**config.mk**
```make
export PLATFORM = sky130hd
export DESIGN_NAME = cache_set_array
export DESIGN_NICKNAME = d
export VERILOG_FILES = /design/src/hw/cache_pkg.sv /design/src/hw/cache_set_array.sv
export SDC_FILE = /design/constraint.sdc
export NUM_CORES = 1
export LEC_CHECK = 0
export BUFFER_PORTS_ARGS = -buffer_cell sky130_fd_sc_hd__clkbuf_2
export CAP_MARGIN = 30
export CORE_ASPECT_RATIO = 2
export CORE_MARGIN = 4
export CORE_UTILIZATION = 45
export DETAILED_ROUTE_END_ITERATION = 7
export PLACE_DENSITY = 0.71
export SLEW_MARGIN = 0
export SYNTH_ARGS = -nofsm -noshare
export SYNTH_HDL_FRONTEND = slang
export SYNTH_SLANG_ARGS = --single-unit
```
**constraint.sdc**
```tcl
create_clock -name clk -period 1.6 [get_ports clk]
set_input_delay 0 -clock clk [delete_from_list [all_inputs] [get_ports clk]]
set_output_delay 0 -clock clk [all_outputs]
set_load 0.01 [all_outputs]
```
**src/hw/cache_pkg.sv**
```systemverilog
`default_nettype none

package cache_pkg;

	// --------------------------------------------------
	// Address split and cache geometry
	// --------------------------------------------------
	localparam int ADDR_W = 28;
	localparam int DATA_W = 32;
	localparam int OFFSET_W = 2;
	localparam int INDEX_W = 6;
	localparam int TAG_W = ADDR_W - INDEX_W - OFFSET_W;
	// Two ways only, the LRU state is a single bit per set
	localparam int NUM_WAYS = 2;
	localparam int LINE_WORDS = 2 ** OFFSET_W;

	// Whole line, word 0 in the low bits
	typedef logic [LINE_WORDS-1:0][DATA_W-1:0] line_t;

	typedef struct packed {
		logic valid;
		logic dirty;
		logic [TAG_W-1:0] tag;
	} tag_entry_t;

	// --------------------------------------------------
	// Client port
	// --------------------------------------------------
	typedef struct packed {
		logic [ADDR_W-1:0] addr;
		logic [DATA_W-1:0] wdata;
		logic write;
		logic flush;
	} cache_req_t;

	typedef struct packed {
		logic [DATA_W-1:0] rdata;
		logic hit;
	} cache_rsp_t;

	// --------------------------------------------------
	// Wishbone classic and line transfer
	// --------------------------------------------------
	typedef struct packed {
		logic cyc;
		logic stb;
		logic we;
		logic [ADDR_W-1:0] adr;
		logic [DATA_W-1:0] dat_w;
	} wb_req_t;

	typedef struct packed {
		logic ack;
		logic [DATA_W-1:0] dat_r;
	} wb_rsp_t;

	// Base has zero offset bits
	typedef struct packed {
		logic [ADDR_W-1:0] base;
		logic write;
		line_t line;
	} line_xfer_t;

endpackage

`default_nettype wire
```
**src/hw/cache_set_array.sv**
```systemverilog
`timescale 1ns/1ps
`default_nettype none

module cache_set_array #(
	parameter int DEPTH = 64,
	parameter type entry_t = logic
) (
	input  logic clk,
	input  logic [cache_pkg::INDEX_W-1:0] rd_index,
	output entry_t rd_data,
	input  logic wr_en,
	input  logic [cache_pkg::INDEX_W-1:0] wr_index,
	input  entry_t wr_data
);

	// One entry per set
	entry_t mem [DEPTH];

	// --------------------------------------------------
	// Storage
	// --------------------------------------------------
	always_ff @(posedge clk) begin
		if (wr_en) begin
			mem[wr_index] <= wr_data;
		end
		// Registered read returns the old entry on a same-set write
		rd_data <= mem[rd_index];
	end

	// --------------------------------------------------
	// Checks
	// --------------------------------------------------
	// Index width may exceed the set count
	a_rd_index_range: assert property (
		@(posedge clk) !$isunknown(rd_index) |-> (rd_index < DEPTH)
	) else $error("set array read index out of range");

	a_wr_index_range: assert property (
		@(posedge clk) wr_en |-> (wr_index < DEPTH)
	) else $error("set array write index out of range");

endmodule

`default_nettype wire

```
== After elaboration in Yosys (flattened, before gate mapping) ==
Memory sizes are Yosys's and may differ from the RTL's. A register that Yosys moved wholly into a read port is not among the register bits.
Index checks and enable logic that the tools add are counted.

* Multiplexer cells: 2

{| class="wikitable"
|+ Operators with widths
! operator !! count
|-
| 2-to-1 mux 1 bit || 2
|}

* Bits in registers: 0
* RAM bits: 64
* Input port bits: 15
* Output and inout bits: 1
* Logic and storage cells: 3
* Memories kept: 1

{| class="wikitable"
|+ Memories
! name !! words !! width !! rd ports !! clocked after Yosys merged registers in !! wr ports !! line !! text
|-
| mem || 64 || 1 || 1 || 1 || 1 || cache_set_array.sv:17 || <nowiki>entry_t mem [DEPTH];</nowiki>
|}

== Longest topological paths before layout ==
* Word-level depth: 2
* Gate-level depth with buffers: 6
* Depth with buffers taken out: 4

== Worst setup path after synthesis ==
OpenSTA, ideal clock, no wires.

* Path kind: reg2reg
* Start point: memory mem[3] (netlist name)
* End point: register rd_data, read port of mem
* Arrival time: 1637 ps
* Required time: 1483 ps
* Setup slack: -154 ps
* Stages on the path, launching flop included: 5
* Buffers on the path: 0
* Period minus slack after synthesis: 1754 ps
* Cells stage by stage: edfxtp_1 > mux4_1 > mux4_2 > or2_0 > a32o_1

{| class="wikitable"
|+ RTL lines
! element !! line !! text
|-
| start: declaration || cache_set_array.sv:17 ||
|-
| end: declaration || cache_set_array.sv:10 || <nowiki>output entry_t rd_data,</nowiki>
|}

==> reports/results.ini <==
[status]
status=complete, but fails checks
violations=negative setup slack

[logic_synthesis]
synth_top_family_by_area=simple AND/OR/NAND/NOR gates
synth_area_mm2=0.002914
ys_types=25
syn_nets=219
yosysSeqAreaShare_pct=66.64
yosys.area_share.simple_pct=15.89
synth_mux_area_share_pct=14.04
ys_ff_latch=65
synthAdderAreaFrac_pct=0
postSynthAreaPerCell_um2=14.28
synth_compound_gate_area_share_pct=1.589
yosys_warnings=0
syn-instance-count=204
synth_xor_area_share_pct=0

[timing]
fin_ws_ns=-0.1934
fmax_ghz=0.5576
fin_setup_tns_ns=-0.1934
worstMarginPinSlew_ns=0.5294
hold_ws_ns=0.05522
finalHoldViolations=0
slew_violations=0
rsz0062_at_grt=yes
setup_viol=1
finalCriticalPeriod_ns=1.793
worst_clock_skew_ns=0.002974
fin_crit_sh_pct=112.1
maxSlewHeadroom_pct=64.71

[final_layout]
final_cells=319
antenna_cells=0
layout_common_cells=67 x nor2_1, 64 x edfxtp_1, 15 x clkbuf_2
area_delta_synth_final_pct=16.10
mostFrequentLayoutCell=nor2_1
nets=243
final_layout_size_suffix_gt1_share_pct=20.60

[setup_path]
worst_ep_arrival_time_ns=2.01
path_cells=mux4_2 > mux4_2 > or2_0 > a32o_1
crit_fanout=1
cp_common_cell=mux4_2
worst-r2r-setup-slack_ns=-0.19
cp-end-kind=register
critPathKind=reg2reg
crit_path_end=rd_data
timing.rr.end=rd_data
critPathLaunch=mem[5]
r2r_cells=4
cpMaxStageDelayCell=mux4_2
worst_ep_required_time_ns=1.82
rr_startpoint=mem[5]
cp-start-kind=register
critical_path.max_stage_delay_ns=0.47

[placed_design]
port_buffers=15
dpl.cell_count=302
pre_cts_ws_ns=-0.2071
place_congestion=0.7308
dp.final_hpwl_um=4059

[global_route]
grt_usage_pct=16.69
antenna_found_initial=0
grt_pass1_vias=1772
grt_max_degree=65
grt-ovfl-total=0
grt_pass1_wl_um=9114

[floorplan]
chipHeight_um=121.8
rows=41
io-pin-count=16
die_area_mm2=0.007905
die_x_um=64.90
core_mm2=0.006310
start_util_pct=46.18

[cts]
clk_latency_ns=0.32
cts_root_buf=clkbuf_16
post_cts_buffers=0
cts_tree=done
htreeDepth=3
cts_sinks=65
clockBufferDepth=2
numCtsBuffers=9
clkTransAtPathRegs_ns=0.05

[pwr]
power.leakage_nw=1.076
powerDensity_mw_per_mm2=1135
ir_drop_uv=758.0

[run]
cap_viol_max_count=0

[route]
drt-total-wl_um=5765
drtIter0Drc=88
firstDrtPassIters=4
drc=0
antenna_left=0
vias=1739
viasPerCell=5.451
avgRoutedWirePerCell_um=18.07

[min_path]
hp-class=in2reg

-- layout make-up --
type	count	area, µm²
Fill cell	518	2927
Sequential cell	65	1942
Multi-Input combinational cell	127	907.1
Clock buffer	16	261.5
Timing Repair Buffer	25	165.2
Tap cell	86	107.6
-- kinds of logic after synthesis --
group	Yosys count
muxes	17
DFF	65
AOI/OAI and AO/OA	6
buffers and inverters	12
and+or+nand+nor	104
-- critical path: cells and delay by family (launching register included) --
family / cells / cell delay (ns)
AND/OR/NAND/NOR: 1 / 0.20
multiplexers: 2 / 0.93
AO/OA/AOI/OAI: 1 / 0.20
flip-flops: 1 / 0.36
-- power by group --
part | switching [W] | internal (W) | total [W] | leakage [nW]
clock network | 0.000618 | 0.00109 | 0.00171 | 0.125
registers | 0.00000300 | 0.00189 | 0.00189 | 0.584
logic | 0.000140 | 0.0000994 | 0.000239 | 0.367
-- flip-flops by register name (all words and copies together), names as in the netlist --
| register | flops |
|---|---|
| mem | 64 |
| rd_data | 1 |
-- through the flow --
step | total power, W | utilization [%] | instance area [µm²]
3_5_place_dp | 0.002165 | 49.32 | 3112
6_report | 0.003839 | 53.62 | 3383
5_1_grt | 0.003958 | 53.62 | 3383
3_3_place_gp | 0.002159 | 49.32 | 3112
4_1_cts | 0.003864 | 53.62 | 3383
2_1_floorplan | 0.002062 | - | 2903
-- metal layers --
metal	track usage (%)	up-vias	share of wire, %
met4	9.669	0	3.2
met3	4.797	12	4.2
met5	0	-	0
met1	16.95	873	35
li1	-	814	-
met2	29.63	40	58
-- what timing repair did --
action,in CTS,in global routing
resized for setup,0,0
hold endpoints to repair,1,0
endpoints found under the setup margin,1,1
hold buffers,1,0
-- synthesized netlist by cell type --
| master | instances | area share (%) |
|---|---|---|
| a21oi_1 | 1 | 0.17 |
| nand3b_1 | 4 | 1.0 |
| and2b_1 | 1 | 0.26 |
| nor2b_1 | 5 | 1.1 |
| buf_2 | 1 | 0.17 |
| dfxtp_1 | 1 | 0.69 |
| nand4_1 | 3 | 0.64 |
| nand2_1 | 7 | 0.90 |
| a22oi_1 | 2 | 0.52 |
| nor3_1 | 2 | 0.34 |
| mux4_1 | 7 | 6.3 |
| nand4b_1 | 1 | 0.30 |
| or3_1 | 1 | 0.21 |
| a21boi_0 | 1 | 0.26 |
| a41oi_1 | 1 | 0.30 |
| nand2b_1 | 2 | 0.43 |
| or2_0 | 1 | 0.21 |
| a32o_1 | 1 | 0.34 |
| buf_6 | 1 | 0.39 |
| nor2_1 | 67 | 8.6 |
| mux4_2 | 10 | 7.7 |
| or3b_2 | 1 | 0.30 |
| edfxtp_1 | 64 | 66 |
| nand3_1 | 9 | 1.5 |
| clkbuf_1 | 10 | 1.3 |
-- worst min path at each step --
stage / from / end / slack, ns / cells past startpoint
3_5_place_dp: rd_index[5] / rd_data / 0.27 / 2
5_1_grt: rd_index[3] / rd_data / 0.10 / 3
4_1_cts: rd_index[3] / rd_data / 0.06 / 3
3_3_place_gp: rd_index[5] / rd_data / 0.27 / 2
2_1_floorplan: wr_data / mem[0] / 0.1 / 0
6_report: rd_index[3] / rd_data / 0.06 / 3
No activity file was read; power rests on OpenSTA's default activity.
