## src/hw/cache_pkg.sv

```systemverilog
`default_nettype none

package cache_pkg;

	// --------------------------------------------------
	// Address split and cache geometry
	// --------------------------------------------------
	localparam int ADDR_W = 28;
	localparam int DATA_W = 32;
	localparam int OFFSET_W = 2;
	localparam int INDEX_W = 6;
	localparam int TAG_W = ADDR_W - INDEX_W - OFFSET_W;
	// Two ways only, the LRU state is a single bit per set
	localparam int NUM_WAYS = 2;
	localparam int LINE_WORDS = 2 ** OFFSET_W;

	// Whole line, word 0 in the low bits
	typedef logic [LINE_WORDS-1:0][DATA_W-1:0] line_t;

	typedef struct packed {
		logic valid;
		logic dirty;
		logic [TAG_W-1:0] tag;
	} tag_entry_t;

	// --------------------------------------------------
	// Client port
	// --------------------------------------------------
	typedef struct packed {
		logic [ADDR_W-1:0] addr;
		logic [DATA_W-1:0] wdata;
		logic write;
		logic flush;
	} cache_req_t;

	typedef struct packed {
		logic [DATA_W-1:0] rdata;
		logic hit;
	} cache_rsp_t;

	// --------------------------------------------------
	// Wishbone classic and line transfer
	// --------------------------------------------------
	typedef struct packed {
		logic cyc;
		logic stb;
		logic we;
		logic [ADDR_W-1:0] adr;
		logic [DATA_W-1:0] dat_w;
	} wb_req_t;

	typedef struct packed {
		logic ack;
		logic [DATA_W-1:0] dat_r;
	} wb_rsp_t;

	// Base has zero offset bits
	typedef struct packed {
		logic [ADDR_W-1:0] base;
		logic write;
		line_t line;
	} line_xfer_t;

endpackage

`default_nettype wire
```

## src/hw/wb_line_mover.sv

```systemverilog
`timescale 1ns/1ps
`default_nettype none

module wb_line_mover (
	input  logic clk,
	input  logic reset,
	input  logic start,
	input  cache_pkg::line_xfer_t xfer,
	output logic done,
	output cache_pkg::line_t line,
	output cache_pkg::wb_req_t wb_req,
	input  cache_pkg::wb_rsp_t wb_rsp
);

	// Cycle stays up for the whole line
	logic busy;
	logic stb;
	logic write_q;
	logic [cache_pkg::OFFSET_W-1:0] word_cnt;
	logic [cache_pkg::ADDR_W-cache_pkg::OFFSET_W-1:0] line_adr;
	// Write data leaves from word 0 and read data enters at the top
	cache_pkg::line_t line_buf;

	assign wb_req.cyc = busy;
	assign wb_req.stb = stb;
	assign wb_req.we = write_q;
	assign wb_req.adr = {line_adr, word_cnt};
	assign wb_req.dat_w = line_buf[0];
	assign line = line_buf;

	// --------------------------------------------------
	// Bus sequencing
	// --------------------------------------------------
	always_ff @(posedge clk) begin
		if (reset) begin
			busy <= 1'b0;
			stb <= 1'b0;
			done <= 1'b0;
			word_cnt <= '0;
		end else begin
			done <= 1'b0;
			if (start) begin
				busy <= 1'b1;
				stb <= 1'b1;
				word_cnt <= '0;
			end else if (stb && wb_rsp.ack) begin
				// Strobe low for one cycle between words
				stb <= 1'b0;
				word_cnt <= word_cnt + 1'b1;
				if (word_cnt == '1) begin
					busy <= 1'b0;
					done <= 1'b1;
				end
			end else if (busy && !stb) begin
				stb <= 1'b1;
			end
		end
	end

	// Line buffer shifts one word per ack
	always_ff @(posedge clk) begin
		if (start) begin
			line_buf <= xfer.line;
			line_adr <= xfer.base[cache_pkg::ADDR_W-1:cache_pkg::OFFSET_W];
			write_q <= xfer.write;
		end else if (stb && wb_rsp.ack) begin
			line_buf <= {wb_rsp.dat_r, line_buf[cache_pkg::LINE_WORDS-1:1]};
		end
	end

	// --------------------------------------------------
	// Checks
	// --------------------------------------------------
	a_stb_in_cyc: assert property (
		@(posedge clk) disable iff (reset) stb |-> busy
	) else $error("stb without cyc");

	a_start_idle: assert property (
		@(posedge clk) disable iff (reset) start |-> !busy
	) else $error("line transfer started while busy");

endmodule

`default_nettype wire

```

## config.mk

```make
export PLATFORM = sky130hd
export DESIGN_NAME = wb_line_mover
export DESIGN_NICKNAME = d
export VERILOG_FILES = /design/src/hw/cache_pkg.sv /design/src/hw/wb_line_mover.sv
export SDC_FILE = /design/constraint.sdc
export NUM_CORES = 1
export LEC_CHECK = 0
export BUFFER_PORTS_ARGS = -buffer_cell sky130_fd_sc_hd__clkbuf_2
export CAP_MARGIN = 10
export CORE_ASPECT_RATIO = 0.5
export CORE_MARGIN = 3
export CORE_UTILIZATION = 40
export DETAILED_ROUTE_END_ITERATION = 10
export HOLD_SLACK_MARGIN = 0.12
export MAX_ROUTING_LAYER = met4
export PLACE_DENSITY_LB_ADDON = 0.08
export SLEW_MARGIN = 20
export SYNTH_ARGS = -nofsm -noshare
export SYNTH_HDL_FRONTEND = slang
export SYNTH_SLANG_ARGS = --single-unit
```

## constraint.sdc

```tcl
create_clock -name clk -period 8.45 [get_ports clk]
set_input_delay 1.69 -clock clk [delete_from_list [all_inputs] [get_ports clk]]
set_output_delay 1.69 -clock clk [all_outputs]
set_load 0.01 [all_outputs]
```

[Word level (Yosys, flattened, before mapping)]
Index checks and enable logic that the tools add are counted.
Storage, ports and cells
  flip-flop bits (word level): 160
  latch bits: 0
  RAM bits: 0
  ROM bits: 0
  input port bits: 193
  word-level logic and storage cells: 31
  memories kept: 0
Operators by class
  add/sub/neg operators: 1
  $mul: 0
  divide/modulo/power cells: 0
  $lt $le $gt $ge: 0
  equal/unequal tests: 1
  shift-type cells: 0
  mux-type cells: 9
  bitwise operators: 1
  reductions and logical operators: 9
Operator list (number)
  128-bit 2-to-1 mux: 2
  1-bit 2-to-1 mux: 7
  2-bit nonzero test: 2
  3-bit nonzero test: 1
  3-bit OR reduction: 1
  2-bit by 1-bit adder with 2-bit output (second input constant): 1
  2-bit == test (second input constant): 1
  1-bit logical AND: 2
  2-bit AND reduction: 1
  2-bit OR reduction: 1
  1-bit zero test: 1
  1-bit inverter: 1

[Logic depth before layout (Yosys ltp)]
  word-level depth: 5
  depth in mapped cells: 5

[Least setup slack after synthesis]
Ideal clock, no wire load.
  path type: input-to-reg
  from: input port start
  to: register line_buf, in the netlist line[0] (enable)
  arrival time: 4.860 ns
  required time: 7.958 ns
  path slack: 3.098 ns
  stages: 5
  cells stage by stage: buf_6 buf_6 buf_6 inv_1 nand2_1
On the way
  word-level cells in the longest chain between the ends: 1
RTL lines
  from (decl): line wb_line_mover.sv:7  | input logic start,
  2-bit nonzero test (no source line)
  to (signal assigned): line wb_line_mover.sv:63  | line_buf <= xfer.line;
  to (signal assigned): line wb_line_mover.sv:67  | line_buf <= {wb_rsp.dat_r, line_buf[cache_pkg::LINE_WORDS-1:1]};
  to (decl): line wb_line_mover.sv:22  | cache_pkg::line_t line_buf;
Every way passes these cells.
A chain may end at the register's enable or synchronous reset.

[Final worst setup path]
  from: input port start
  to: register line_buf, in the netlist line[28] (enable)
The elaborated chain is that of the path after synthesis.

==> results by group <==
Global route
  • First-pass GRT wire length: roughly 24000 µm
  • Gr usage total: between 15 and 20%
  • Vias in the first global route: around 4400
  • Antenna violations before repair: 0
  • Largest net degree at the start of global routing: 79
  • GR Overflow Total: 0

Floorplanning
  • FP Rows: 33
  • Die height: around 99 µm
  • Die X: 192 µm
  • Io pins: slightly below 400
  • Die area: 0.0190 mm²
  • CORE AREA: 0.0166 mm²
  • Initial Utilization: between 40% and 50%

Routing
  • Vias: 4265
  • Wirelength per Cell: about 18 µm
  • WL final: 16900 µm
  • Iter 0 DRT Violations: between 150 and 200
  • Number of routed nets with antenna violations: 0
  • DRT Pass-1 Iters: 4
  • Drt drc: 0
  • Post-DR vias/cell: about 4.5

Worst setup path
  • Endpoint of the worst-slack reg-to-reg timing path: line[28]$_DFFE_PP_
  • CP Capture Type: flop
  • WS Path Type: in -> reg
  • Master of the slowest instance on the critical path: buf_4
  • Critical Path End: line[28]$_DFFE_PP_
  • Max incr delay on CP: between 0.8 and 0.9 ns
  • Worst r2r src: stb$_SDFFE_PP0P_
  • WP data arrival: 3.72 ns
  • WP data required: 8.50 ns
  • R2R cell count: 3
  • R2r setup slk: 5.99 ns
  • Critical Path Start: start
  • Sequence of cells on the critical path: buf_6, inv_1, nand2_4, buf_4
  • CP Launch Type: primary input
  • Maximum fanout along the worst path: 71

STA
  • Worst Clk Skew: between 0.008 and 0.009 ns
  • Final setup violation count: 0
  • Final number of max-transition violations: 0
  • Max_slew headroom: between 20 and 30%
  • Total negative slack: 0 ns
  • Max Clk Rate: between 200 and 300 MHz
  • Clock period minus worst slack: 3.67 ns
  • Endpoints failing hold: 0
  • RSZ-0062 raised after global routing: no
  • Worst slew pin tran: roughly 1.1 ns
  • Tcrit/Tclk final: 43.4%

Run
  • Total of max-cap violations: 0

Pwr
  • Leakage: 0.00429 µW
  • Pwr/cell area: 219 mW/mm²
  • Peak supply drop: 0.134 mV
  • Total power: 2050 µW

Yosys
  • Register area share after synthesis: around 69%
  • Avg Cell Area, Syn: 19.6 µm²
  • Cell count after synthesis: 352
  • Synthesized Nets: 546
  • Yosys Warn Count: 0
  • Register bit count reported by yosys: 160
  • Mapped Area: 0.00692 mm²
  • Yosys cell types: 17

Clocking
  • # Post-CTS Setup Buffers: 0
  • H-tree depth: 4
  • Cts bufs inserted: 17
  • CTS root buffer: clkbuf_16
  • Clk sink count: 160
  • CTS tree: built
  • Maximum root-to-sink buffer count: 2
  • Worst-Skew Late Latency: 0.42 ns
  • Hold bufs inserted after CTS: 0
  • Post-CTS resize count: 0
  • Reg clk slew, reported paths: 0.06 ns

Final layout
  • Layout cells sized above 1: 75.8%
  • Layout fillers: 1387
  • Antenna cell count: 0
  • Area Overhead vs Synth: 35.0%
  • Final #Nets: 900

Placement
  • Port buffer count: between 300 and 400
  • RePlAce Congestion: ~0.72
  • Detailed Place HPWL: roughly 13000 µm

Run status
  • Outcome: completed

Worst hold path
  • Worst hold-check path type: reg -> reg
## flip-flops by register name (all words and copies together), names as in the netlist
signal    cells
busy          1
done          1
line        128
line_adr     26
stb           1
word_cnt      2
write_q       1
## through the flow
step                cells  instance area (µm²)  setup slack (ns)  util [%]  hold WS, ns
detailed placement    914                 8750              4.29      52.6        0.507
finish                946                 9340              4.78      56.1        0.521
CTS                   946                 9340              4.75      56.1        0.517
floorplan             352                 6920              3.10         -        0.472
global route          946                 9340              4.60      56.1        0.535
global placement      914                 8750              4.34      52.6        0.512
## critical path: cells and delay by family
family | cells | cell delay, ns
AND/OR/NAND/NOR | 1 | 0.60
buffers and inverters | 3 | 1.29
## area by class of cell
type                       instances  area, µm²  share of cell area (%)
clock buffer                      17        425                    4.56
sequential                       160       4750                    50.9
timing repair buffer             385       1940                    20.8
multi-input combinational        141       1770                    19.0
inverter                           1       3.75                  0.0402
tap                              227        284                    3.04
clock inverter                    15        158                    1.69
## metal layers
layer  up-vias  routed length (µm)  track usage [%]
li1       2029                   -                -
met1      2052                6320             18.8
met2       170                9150             32.2
met3        14                1270             6.29
met4         0                 136             5.01
met5         -                   0                -
## report_power, final
group	total [µW]	internal (µW)	switching [µW]
logic	286	149	137
clock network	766	439	328
registers	994	960	34.4
total	2050	1550	499
## Yosys cell counts
cell | number | area, µm²
edfxtp_1 | 155 | 4650
mux2_4 | 65 | 976
mux2_2 | 63 | 709
buf_4 | 35 | 263
buf_6 | 9 | 101
buf_2 | 6 | 30.0
dfxtp_1 | 5 | 100
nor3_1 | 3 | 15.0
a21oi_1 | 2 | 10.0
nand2_1 | 2 | 7.51
ha_1 | 1 | 12.5
inv_1 | 1 | 3.75
mux2i_1 | 1 | 10.0
nand3_1 | 1 | 5.00
nor2_1 | 1 | 3.75
o21ai_0 | 1 | 5.00
xor2_1 | 1 | 8.76
## layout by cell type (no fill, tap or decap), types with 2 or more instances in the layout
cell	count
bufinv_16	2
mux2_4	65
clkbuf_2	381
mux2_2	63
inv_6	5
clkinv_4	2
a21oi_1	2
clkinvlp_4	3
dfxtp_1	5
clkinv_2	2
clkbuf_16	17
buf_4	3
edfxtp_1	155
nor3_1	3
## kinds of logic after synthesis
group,synth area share [%]
and+or+nand+nor,0.452
DFF,68.8
AOI/OAI and AO/OA,0.217
adders and majority gates,0.181
xor gates and xnor gates,0.127
buffers and inverters,5.75
muxes,24.5
## how the worst min path moves through the flow
| stage | from | to | slack [ns] | cells past startpoint |
|---|---|---|---|---|
| floorplan | stb$_SDFFE_PP0P_ | done$_SDFF_PP0_ | 0.47 | 2 |
| global placement | busy$_SDFFE_PP0P_ | busy$_SDFFE_PP0P_ | 0.51 | 2 |
| detailed placement | stb$_SDFFE_PP0P_ | done$_SDFF_PP0_ | 0.51 | 2 |
| CTS | stb$_SDFFE_PP0P_ | done$_SDFF_PP0_ | 0.52 | 2 |
| global route | stb$_SDFFE_PP0P_ | done$_SDFF_PP0_ | 0.54 | 2 |
| finish | stb$_SDFFE_PP0P_ | done$_SDFF_PP0_ | 0.52 | 2 |
No activity file was read; power rests on OpenSTA's default activity.
