### src/hw/cache_pkg.sv
`default_nettype none

package cache_pkg;

	// --------------------------------------------------
	// Address split and cache geometry
	// --------------------------------------------------
	localparam int ADDR_W = 28;
	localparam int DATA_W = 32;
	localparam int OFFSET_W = 2;
	localparam int INDEX_W = 6;
	localparam int TAG_W = ADDR_W - INDEX_W - OFFSET_W;
	// Two ways only, the LRU state is a single bit per set
	localparam int NUM_WAYS = 2;
	localparam int LINE_WORDS = 2 ** OFFSET_W;

	// Whole line, word 0 in the low bits
	typedef logic [LINE_WORDS-1:0][DATA_W-1:0] line_t;

	typedef struct packed {
		logic valid;
		logic dirty;
		logic [TAG_W-1:0] tag;
	} tag_entry_t;

	// --------------------------------------------------
	// Client port
	// --------------------------------------------------
	typedef struct packed {
		logic [ADDR_W-1:0] addr;
		logic [DATA_W-1:0] wdata;
		logic write;
		logic flush;
	} cache_req_t;

	typedef struct packed {
		logic [DATA_W-1:0] rdata;
		logic hit;
	} cache_rsp_t;

	// --------------------------------------------------
	// Wishbone classic and line transfer
	// --------------------------------------------------
	typedef struct packed {
		logic cyc;
		logic stb;
		logic we;
		logic [ADDR_W-1:0] adr;
		logic [DATA_W-1:0] dat_w;
	} wb_req_t;

	typedef struct packed {
		logic ack;
		logic [DATA_W-1:0] dat_r;
	} wb_rsp_t;

	// Base has zero offset bits
	typedef struct packed {
		logic [ADDR_W-1:0] base;
		logic write;
		line_t line;
	} line_xfer_t;

endpackage

`default_nettype wire
### src/hw/cache_ctrl.sv
`timescale 1ns/1ps
`default_nettype none

module cache_ctrl (
	input  logic clk,
	input  logic reset,
	input  logic req_valid,
	input  cache_pkg::cache_req_t req,
	output logic ready,
	output cache_pkg::cache_rsp_t rsp,
	output logic [cache_pkg::INDEX_W-1:0] tag_rd_index,
	output logic [cache_pkg::INDEX_W-1:0] data_rd_index,
	input  cache_pkg::tag_entry_t [cache_pkg::NUM_WAYS-1:0] tag_rd_data,
	input  cache_pkg::line_t [cache_pkg::NUM_WAYS-1:0] data_rd_data,
	output logic [cache_pkg::NUM_WAYS-1:0] tag_wr_en,
	output logic [cache_pkg::NUM_WAYS-1:0] data_wr_en,
	output logic [cache_pkg::INDEX_W-1:0] wr_index,
	output cache_pkg::tag_entry_t tag_wr_data,
	output cache_pkg::line_t data_wr_data,
	output logic mv_start,
	output cache_pkg::line_xfer_t mv_xfer,
	input  logic mv_done,
	input  cache_pkg::line_t mv_line
);

	typedef enum logic [2:0] {
		ST_INIT, ST_IDLE, ST_LOOKUP, ST_COMPARE,
		ST_WRITEBACK, ST_REFILL, ST_RESPOND, ST_FLUSH
	} state_t;

	state_t state, state_nx;
	cache_pkg::cache_req_t req_q;
	cache_pkg::cache_rsp_t rsp_nx;
	// One bit per set naming the way to evict next
	logic lru [2**cache_pkg::INDEX_W];
	logic [cache_pkg::INDEX_W-1:0] set_cnt;
	logic way_cnt, fl_phase, flushing, fl_last;
	logic victim, victim_q, hit_way;
	logic [cache_pkg::NUM_WAYS-1:0] hit_w;
	logic [cache_pkg::TAG_W-1:0] req_tag;
	logic [cache_pkg::INDEX_W-1:0] req_idx;
	logic [cache_pkg::OFFSET_W-1:0] req_off;
	cache_pkg::line_t hit_line, fill_line;

	assign {req_tag, req_idx, req_off} = req_q.addr;
	assign tag_rd_index = (flushing || state == ST_INIT) ? set_cnt : req_idx;
	assign data_rd_index = tag_rd_index;
	assign ready = (state == ST_RESPOND);
	assign fl_last = &{set_cnt, way_cnt};

	// --------------------------------------------------
	// Tag match and victim choice
	// --------------------------------------------------
	always_comb begin
		for (int w = 0; w < cache_pkg::NUM_WAYS; w++) begin
			hit_w[w] = tag_rd_data[w].valid && (tag_rd_data[w].tag == req_tag);
		end
		hit_way = hit_w[1];
		// Empty way 0 first then empty way 1 then LRU
		if (!tag_rd_data[0].valid) victim = 1'b0;
		else if (!tag_rd_data[1].valid) victim = 1'b1;
		else victim = lru[req_idx];
		// Store word merged into hit line or refilled line
		hit_line = data_rd_data[hit_way];
		hit_line[req_off] = req_q.wdata;
		fill_line = mv_line;
		fill_line[req_off] = req_q.wdata;
	end

	// --------------------------------------------------
	// Next state and array controls
	// --------------------------------------------------
	always_comb begin
		state_nx = state;
		rsp_nx = rsp;
		tag_wr_en = '0;
		data_wr_en = '0;
		wr_index = req_idx;
		tag_wr_data = '{valid: 1'b1, dirty: req_q.write, tag: req_tag};
		data_wr_data = req_q.write ? fill_line : mv_line;
		mv_start = 1'b0;
		// Refill of the requested line unless overridden
		mv_xfer.base = {req_tag, req_idx, {cache_pkg::OFFSET_W{1'b0}}};
		mv_xfer.write = 1'b0;
		mv_xfer.line = data_rd_data[victim];
		case (state)
			ST_INIT: begin
				tag_wr_en = '1;
				wr_index = set_cnt;
				tag_wr_data = '0;
				if (set_cnt == '1) state_nx = ST_IDLE;
			end
			ST_IDLE: if (req_valid) begin
				state_nx = req.flush ? ST_FLUSH : ST_LOOKUP;
				if (req.flush) rsp_nx = '0;
			end
			ST_LOOKUP: state_nx = ST_COMPARE;
			ST_COMPARE: begin
				if (|hit_w) begin
					state_nx = ST_RESPOND;
					rsp_nx.hit = 1'b1;
					rsp_nx.rdata = req_q.write ? '0 : data_rd_data[hit_way][req_off];
					tag_wr_en[hit_way] = req_q.write;
					data_wr_en[hit_way] = req_q.write;
					data_wr_data = hit_line;
				end else begin
					mv_start = 1'b1;
					state_nx = ST_REFILL;
					// Dirty victim goes out before the refill
					if (tag_rd_data[victim].valid && tag_rd_data[victim].dirty) begin
						mv_xfer.base = {tag_rd_data[victim].tag, req_idx,
							{cache_pkg::OFFSET_W{1'b0}}};
						mv_xfer.write = 1'b1;
						state_nx = ST_WRITEBACK;
					end
				end
			end
			ST_WRITEBACK: if (mv_done) begin
				if (!flushing) begin
					mv_start = 1'b1;
					state_nx = ST_REFILL;
				end else begin
					state_nx = fl_last ? ST_RESPOND : ST_FLUSH;
				end
			end
			ST_REFILL: if (mv_done) begin
				tag_wr_en[victim_q] = 1'b1;
				data_wr_en[victim_q] = 1'b1;
				rsp_nx.hit = 1'b0;
				rsp_nx.rdata = req_q.write ? '0 : mv_line[req_off];
				state_nx = ST_RESPOND;
			end
			ST_RESPOND: state_nx = ST_IDLE;
			ST_FLUSH: if (fl_phase) begin
				// Invalidate this way and write it back if dirty
				wr_index = set_cnt;
				tag_wr_en[way_cnt] = 1'b1;
				tag_wr_data = '0;
				if (tag_rd_data[way_cnt].valid && tag_rd_data[way_cnt].dirty) begin
					mv_start = 1'b1;
					mv_xfer.base = {tag_rd_data[way_cnt].tag, set_cnt,
						{cache_pkg::OFFSET_W{1'b0}}};
					mv_xfer.write = 1'b1;
					mv_xfer.line = data_rd_data[way_cnt];
					state_nx = ST_WRITEBACK;
				end else if (fl_last) begin
					state_nx = ST_RESPOND;
				end
			end
			default: state_nx = ST_INIT;
		endcase
	end

	// --------------------------------------------------
	// Control registers
	// --------------------------------------------------
	always_ff @(posedge clk) begin
		if (reset) begin
			state <= ST_INIT;
			set_cnt <= '0;
			way_cnt <= 1'b0;
			fl_phase <= 1'b0;
			flushing <= 1'b0;
		end else begin
			state <= state_nx;
			case (state)
				ST_INIT: set_cnt <= set_cnt + 1'b1;
				ST_IDLE: if (req_valid) begin
					flushing <= req.flush;
					set_cnt <= '0;
					way_cnt <= 1'b0;
					fl_phase <= 1'b0;
				end
				// Phase 0 reads the set and phase 1 acts on it
				ST_FLUSH: if (!fl_phase) begin
					fl_phase <= 1'b1;
				end else if (!mv_start) begin
					{set_cnt, way_cnt} <= {set_cnt, way_cnt} + 1'b1;
					fl_phase <= 1'b0;
				end
				ST_WRITEBACK: if (mv_done && flushing) begin
					{set_cnt, way_cnt} <= {set_cnt, way_cnt} + 1'b1;
					fl_phase <= 1'b0;
				end
				ST_RESPOND: flushing <= 1'b0;
				default: ;
			endcase
		end
	end

	// Request hold, response and LRU table
	always_ff @(posedge clk) begin
		if (state == ST_IDLE && req_valid) req_q <= req;
		if (state == ST_COMPARE) victim_q <= victim;
		rsp <= rsp_nx;
		if (state == ST_INIT) lru[set_cnt] <= 1'b0;
		// Point at the other way after every hit or fill
		if (state == ST_COMPARE && |hit_w) lru[req_idx] <= !hit_way;
		if (state == ST_REFILL && mv_done) lru[req_idx] <= !victim_q;
	end

	a_ready_pulse: assert property (
		@(posedge clk) disable iff (reset) ready |=> !ready
	) else $error("ready held for two cycles");

endmodule

`default_nettype wire

### config.mk
export PLATFORM = sky130hd
export DESIGN_NAME = cache_ctrl
export DESIGN_NICKNAME = d
export VERILOG_FILES = /design/src/hw/cache_pkg.sv /design/src/hw/cache_ctrl.sv
export SDC_FILE = /design/constraint.sdc
export NUM_CORES = 1
export LEC_CHECK = 0
export BUFFER_PORTS_ARGS = -buffer_cell sky130_fd_sc_hd__buf_2
export CAP_MARGIN = 40
export CORE_AREA = 2 2 336 338
export DETAILED_ROUTE_END_ITERATION = 12
export DIE_AREA = 0 0 338 340
export PLACE_DENSITY = 0.44
export SLEW_MARGIN = 30
export SYNTH_ARGS = -nofsm -noshare
export SYNTH_HDL_FRONTEND = slang
export SYNTH_SLANG_ARGS = --single-unit
### constraint.sdc
create_clock -name clk -period 7.1 [get_ports clk]
set_input_delay 1.42 -clock clk [delete_from_list [all_inputs] [get_ports clk]]
set_output_delay 1.42 -clock clk [all_outputs]
set_load 0.02 [all_outputs]
-- Word level (Yosys, flattened, before mapping)
Memory sizes are Yosys's and may differ from the RTL's. A register that Yosys moved wholly into a read port is not among the register bits.
Index checks and enable logic that the tools add are counted.
- memories kept: 1
- bits in registers: 107
- output and inout bits: 364
- input bits: 494
- bits in writable memories: 64
- logic and storage cells: 172
- bitwise logic cells: 2
- mux-type cells: 98
- equal/unequal tests: 20
- reductions and logical operators: 29
- add/sub/neg operators: 2
- magnitude comparators: 9
- memory list (memory ; depth ; width ; rd ports ; clocked after Yosys merged registers in ; wr ports ; RTL line ; RTL):
    lru ; 64 ; 1 ; 1 ; 1 ; 1 ; cache_ctrl.sv:35 ; logic lru [2**cache_pkg::INDEX_W];
- operators by type and width (cell ; count):
    $mux W128 ; 10
    $mux W157 ; 2
    $bwmux W128 ; 2
    $mux W32 ; 5
    $mux W33 ; 4
    $bmux W32 S2 ; 2
    $mux W22 ; 5
    $pmux W33 S3 ; 1
    $demux W32 S2 ; 1
    $mux W29 ; 2
    $pmux W29 S2 ; 1
    $mux W6 ; 8
    $pmux W22 S2 ; 1
    $eq A20 B20 Y1 ; 2
    $mux W1 ; 29
    $mux W3 ; 9
    $pmux W3 S8 ; 1
    $pmux W6 S4 ; 1
    $reduce_and A5 Y1 ; 3
    $ne A2 B2 Y1 const B ; 7
    $eq A3 B3 Y1 const B ; 4
    $logic_and A1 B1 Y1 ; 12
    $pmux W6 S2 ; 1
    $pmux W1 S3 ; 3
    30 further kinds ; 44

-- Depth between registers and ports, before layout
Gate-level depths: netlist (run 1).
- depth in word-level cells: 9
- mapped depth: 12
- mapped depth without buffers: 8

-- Worst setup path after synthesis (run 1)
Ideal clock, no wire load.
- kind: input to register
- start: input port mv_done
- end: memory lru[0] (data pin)
- cell stages on the path: 4
- required time: 6.398 ns
- buffers on the path: 1
- library setup time: 0.702 ns
- slack: 1.884 ns
- data arrival time: 4.514 ns
- path through: nand2_1 or2_2 buf_1 o21ai_0
- cells in the longest elaborated chain, start to end: 6
- elaborated cells on any way between the ends: 7
- those cells by class: mux (4); bitwise (1); reduce/logical (2)
- ends and longest elaborated chain (what ; RTL line ; RTL):
    from (decl) ; cache_ctrl.sv:22 ; input logic mv_done,
    $logic_and A1 B1 Y1 (*) ; cache_ctrl.sv:199 ; if (state == ST_REFILL && mv_done) lru[req_idx] <= !victim_q;
    $mux W1 (*) ; cache_ctrl.sv:199 ;
    $mux W1 (implied by the code) (*) ; cache_ctrl.sv:199 ;
    $or A1 B1 Y1 (no source line) ; -- ;
    $reduce_or A1 Y1 (no source line) ; -- ;
    $mux W1 (no source line) (*) ; -- ;
    to (decl) ; cache_ctrl.sv:35 ;
Every way passes the cells marked *; elsewhere a longest branch is shown, timed or not.

==> results of run 1 <==
==> how the worst min path moves through the flow <==
stage	from	endpoint	depth (start not counted)
5_1_grt	fl_phase	fl_phase	2
3_3_place_gp	set_cnt[0]	set_cnt[0]	2
2_1_floorplan	fl_phase	fl_phase	2
6_report	set_cnt[0]	set_cnt[0]	2
4_1_cts	set_cnt[0]	set_cnt[0]	2
3_5_place_dp	set_cnt[0]	set_cnt[0]	2
==> report_power, final <==
part	switching (W)	leakage, nW	internal, W
logic	0.000452	8.40	0.000301
registers	0.00000496	1.71	0.00113
clock network	0.000536	0.299	0.000508
total	0.000993	10.4	0.00194
==> stage by stage <==
stage / setup slack [ns] / util [%] / std cells
after floorplan: 1.884 / - / 1537
after global placement: 0.5753 / 19.79 / 3804
after global routing: 0.6755 / 20.61 / 3867
after detailed placement: 0.8543 / 20.01 / 3820
final: 0.8544 / 20.62 / 3875
after CTS: 0.8475 / 20.56 / 3851
==> worst reg2reg max path, cell delays in order (launching register included) <==
cell      delay, ns
edfxtp_1       0.47
xnor2_1        0.37
nand4_1        0.17
nor4_1         0.32
nand4_1        0.21
buf_12         0.24
buf_4          0.84
mux2i_1        0.28
buf_4          0.24
mux4_2         0.48
o22ai_1        0.41
==> logic make-up (layout without fill, tap and decap cells) <==
family / count (synthesis) / count (layout) / synth area share [%]
multiplexers: 415 / 415 / 33.30
AND/OR/NAND/NOR: 400 / 400 / 11.33
AO/OA/AOI/OAI: 292 / 292 / 14.89
buffers and inverters: 208 / 1026 / 5.879
flip-flops: 177 / 177 / 32.17
XOR/XNOR: 41 / 41 / 2.250
adder cells (fa/ha/maj): 2 / 2 / 0.1567
other: 1 / 22 / 0.02349
==> routing by layer <==
layer	up-vias	wire length (um)	GRT usage, %
met3	156	12840	7.384
met2	1100	50810	29.08
met5	-	139	0
met4	22	3245	6.704
li1	7651	-	-
met1	8893	50760	26.36
==> cell usage after synthesis (all sizes together) (21+ instances only) <==
library cell	count
nor2	207
mux2i	183
edfxtp	159
mux2	155
a221o	129
clkbuf	95
mux4	77
nand2	61
inv	60
o22ai	57
buf	53
nor3	26
and2	25
o21ai	23
xnor2	23
o221ai	21
==> cell type report <==
class / count / area (um2)
Tap cell: 1500 / 1877
Clock buffer: 17 / 425.4
Antenna cell: 20 / 50.05
Sequential cell: 177 / 5135
Multi-Input combinational cell: 1152 / 10050
Inverter: 60 / 226.5
Fill cell: 12410 / 88560
Clock inverter: 14 / 186.4
Timing Repair Buffer: 935 / 5057
==> sequential cells by signal (all words and copies together), names as in the netlist, named ones only <==
| name | count |
|---|---|
| lru | 64 |
| req_off | 2 |
| victim_q | 1 |
| req_q | 53 |
| way_cnt | 1 |
| set_cnt | 6 |
| req_idx | 6 |
| flushing | 1 |
| rsp | 33 |
| state | 3 |
| fl_phase | 1 |
==> reports/summary.txt, run 1 <==
port bufs: 855
worst slew pin tran: 0.8928 ns
fin crit period: 6.246 ns
Synth area leader: edfxtp_1
CP required: 5.68 ns
run status: completed
Site Rows: 123
final setup violation count: 0
Initial Utilization: 14.31%
ys flop type: edfxtp_1
Worst-Skew Late Latency: 0.53 ns
IO Count: 858
CP endpoint: data_wr_data[96]
flop and latch count out of synthesis: 177
CP arrival: 4.83 ns
crit-path max cell delay: 0.56 ns
Worst setup SP type: input pin
slowest CP cell: buf_4
CP Capture Type: primary output
reg2reg end: rsp[1]
cell area after synthesis: 15960 um2
WP depth: 12
Reg2Reg Setup Slack: 2.79 ns
max frequency: 0.1601 GHz
ANT nets after route: 0
Finished Cell Area: 23010 um2
final wirelength: 117.8 mm
GRT overflow: 0
final hold slack: 0.6100 ns
Core Region: 111600 um2
die height: 340 um
crit path kind: input pin to primary output
worst hold path class: flop to flop
Pwr Total: 0.002928 W
clk slew on worst S/H paths: 0.07 ns
CP bufs+invs: 5
setup tns final: 0 ns
Area contributors post-synth: edfxtp_1 (30%), mux2i_1 (11%), mux4_2 (11%)
Yosys cell types: 61
vias after detailed routing: 17820
vias in the first global route: 17520
Final Cycle Share: 87.97%
routability cong.: 0.9490
Die Wd: 338 um
Pwr Density: 127.3 nW/um2
drt wl/cell: 30.40 um
Syn-to-layout area delta: 44.15%
Final nets: 2839
CTS Buf Count: 17
clock sinks: 177
H-tree depth: 4
most frequent cells in the layout: buf_2 (856), nor2_1 (202), mux2i_1 (179)
max_cap viols: 0
die area: 114900 um2
post-CTS sizing: 0
Critical Path Source: tag_rd_data[30]
final clock skew: 0.02536 ns
First-pass DRT Iterations: 6
Synth Warn #: 0
RSZ-0062 raised after global routing: false
clk buf depth: 2
largest net degree at the start of global routing: 68
CP Max Fanout: 67
post-synthesis sequential area ratio: 32.17%
hpwl dp: 96.38 mm
vias per inst: 4.599
CTS Hold Buffers Added: 0
Max IR drop VDD: 153.5 uV
Iteration-0 DRC Markers: 1760
FFs w/ async S/R, synth: 0%
number of enable flip-flop cells after synthesis: 159
root buffer cell: clkbuf_16
post-synthesis cell count: 1536
final slew viol count: 0
share of cells above drive strength 1: 46.79%
initial antenna violation count: 50
Setup Buffers After CTS: 0
drt drc: 0
first-pass GRT wire length: 153.9 mm
reg2reg path depth: 10
commonest non-fill, non-tap cell in the layout: buf_2
Total Routing Usage GR: 19.76%
Syn Area/Cell: 10.39 um2
Max transition margin: 40.29%
R2R Path Start: req_q[50]
share of the synthesized area in the top cell type: 29.91%
Final Hold Fails: 0
CTS tree: built
placed cell area: 22320 um2
leak pwr: 10.41 nW
crit path cell chain: buf_2, xnor2_1, nand4_1, nor4_1, nand4_1, buf_12, buf_4, mux2i_1, buf_4, nor2_1, a221o_1, buf_2
CP top delay family: buffers and inverters
No activity file was read; power rests on OpenSTA's default activity.
==> run 2: changes to the inputs <==
--- a/config.mk
+++ b/config.mk
@@ -11,6 +11,7 @@
 export DETAILED_ROUTE_END_ITERATION = 12
 export DIE_AREA = 0 0 338 340
 export PLACE_DENSITY = 0.44
+export RECOVER_POWER = 100
 export SLEW_MARGIN = 30
 export SYNTH_ARGS = -nofsm -noshare
 export SYNTH_HDL_FRONTEND = slang
==> reports/summary.txt, run 2 (same netlist as run 1, synthesis figures left out) <==
run status: finished with violations
failing checks: max-capacitance violations, max-slew violations
final slew viol count: 127 (+127)
final setup violation count: 0 (unchanged)
CTS Buf Count: 17 (unchanged)
worst slew pin tran: 2.486 ns (+1.593 ns)
Site Rows: 123 (unchanged)
CP arrival: 5.31 ns (+0.48 ns)
die height: 340 um (unchanged)
crit path kind: input pin to primary output
share of cells above drive strength 1: 31.85% (-15 points)
first-pass GRT wire length: 153.9 mm (unchanged)
Die Wd: 338 um (unchanged)
largest net degree at the start of global routing: 68 (unchanged)
final clock skew: 0.02723 ns (+0.001874 ns)
Reg power frac: 38.9% (+0.3 points)
placed insts: 3820 (unchanged)
GRT overflow: 0 (unchanged)
H-tree depth: 4 (unchanged)
max_cap viols: 4 (+4)
vias after detailed routing: 17870 (+0.24%)
clock sinks: 177 (unchanged)
fin crit period: 6.734 ns (+0.4880 ns)
placed cell area: 22320 um2 (unchanged)
final wirelength: 117.9 mm (about the same)
vias per inst: 4.610 (+0.24%)
max frequency: 0.1485 GHz (-7.2%)
Initial Utilization: 14.31% (unchanged)
sequential cell area: 5135 um2 (unchanged)
CTS Hold Buffers Added: 0 (unchanged)
Max transition margin: -65.72% (-110 points)
clk slew on worst S/H paths: 0.07 ns (about the same)
Pwr Total: 0.002907 W (-0.74%)
Final Cycle Share: 94.84% (+6.9 points)
Largest register FFs: 64 (unchanged)
Final Hold Fails: 0 (unchanged)
die area: 114900 um2 (unchanged)
Pwr Density: 129.9 nW/um2 (+2.1%)
Iteration-0 DRC Markers: 1616 (-8.2%)
CTS tree: built
Worst setup SP type: input pin
Setup Buffers After CTS: 0 (unchanged)
initial antenna violation count: 50 (unchanged)
hpwl dp: 96.38 mm (unchanged)
port bufs: 855 (unchanged)
root buffer cell: clkbuf_16
Max IR drop VDD: 153.2 uV (-0.23%)
Int Pwr: 0.001909 W (-1.3%)
switching power total: 0.0009971 W (+0.42%)
Non-Filler Instances: 3875 (unchanged)
vias in the first global route: 17520 (unchanged)
IO Count: 858 (unchanged)
clock power share: 36.0% (+0.3 points)
RSZ-0062 raised after global routing: false
CP Max Fanout: 15 (-78%)
First-pass DRT Iterations: 5 (-1)
drt wl/cell: 30.43 um (about the same)
Sw Share: 34.31% (+0.40 points)
post-CTS sizing: 0 (unchanged)
Largest regs: lru: 64 flops, req_q: 53 flops, rsp: 33 flops
worst hold path class: flop to flop
leak pwr: 9.381 nW (-9.9%)
CP Capture Type: primary output
clk buf depth: 2 (unchanged)
fin util: 20.06% (-0.56 points)
Total Routing Usage GR: 19.76% (unchanged)
setup tns final: 0 ns (unchanged)
Finished Cell Area: 22380 um2 (-2.7%)
most frequent cells in the layout: buf_2 (538), clkbuf_1 (338), nor2_1 (204)
combinational share of power: 25.1% (-0.6 points)
commonest non-fill, non-tap cell in the layout: buf_2
Core Region: 111600 um2 (unchanged)
Worst-Skew Late Latency: 0.53 ns (about the same)
Final nets: 2839 (unchanged)
Syn-to-layout area delta: 40.21%
multi-input logic area: 9987 um2 (-0.66%)
CP required: 5.68 ns (about the same)
drt drc: 0 (unchanged)
ANT nets after route: 0 (unchanged)
fillers: 12590 (+1.4%)
Most flops, register: lru
routability cong.: 0.9490 (unchanged)
[run 2: cell count changes in the layout (fill, tap and decap cells not counted), sizes merged]
| cell | change |
|---|---|
| buf | -342 |
| clkbuf | +342 |
| inv | -1 |
| clkinv | +1 |
[run 2: power groups by stage]
stage	logic, W	registers, W	clock network, W
3_3_place_gp	0.000742	0.00115	0
6_report	0.000730	0.00113	0.00105
4_1_cts	0.000748	0.00113	0.00110
5_1_grt	0.000770	0.00113	0.00112
2_1_floorplan	0.000345	0.00115	0
3_5_place_dp	0.000744	0.00115	0
[run 2: per-stage QoR]
step	setup WS (ns)	hold WS [ns]
global placement	0.5753	0.5815
global route	0.3383	0.6550
CTS	0.8475	0.5981
finish	0.3664	0.6007
detailed placement	0.8543	0.5852
floorplan	1.884	0.5336
[run 2: worst paths after layout]
path	to	depth (start not counted)	slack, ns	start
hold / removal	fl_phase	2	0.60	fl_phase
setup reg to reg	rsp[26]	10	1.80	req_q[56]
hold reg to reg	fl_phase	2	0.60	fl_phase
setup / recovery	data_wr_data[61]	11	0.37	tag_rd_data[24]
[run 2: worst max-delay path, stage by stage]
cell      delay (ns)
clkbuf_1        0.16
xor2_1          0.35
nor4b_1         0.10
and4_1          0.32
o21a_1          0.23
buf_4           0.22
a31oi_2         0.77
clkbuf_1        0.75
buf_4           0.46
a221o_1         0.22
clkbuf_1        0.25
[run 2: final cells by class]
| type | count | share of cell area (%) |
|---|---|---|
| Antenna cell | 20 | 0.2236 |
| Clock buffer | 17 | 1.901 |
| Clock inverter | 14 | 0.8330 |
| Inverter | 60 | 1.012 |
| Multi-Input combinational cell | 1152 | 44.62 |
| Sequential cell | 177 | 22.94 |
| Tap cell | 1500 | 8.385 |
| Timing Repair Buffer | 935 | 20.08 |
[run 2: metal layers]
metal	routed length, um	vias up	track usage, %
li1	-	7637	-
met1	51250	8961	26.36
met2	50840	1083	29.08
met3	12320	164	7.384
met4	3382	20	6.704
met5	126	-	0
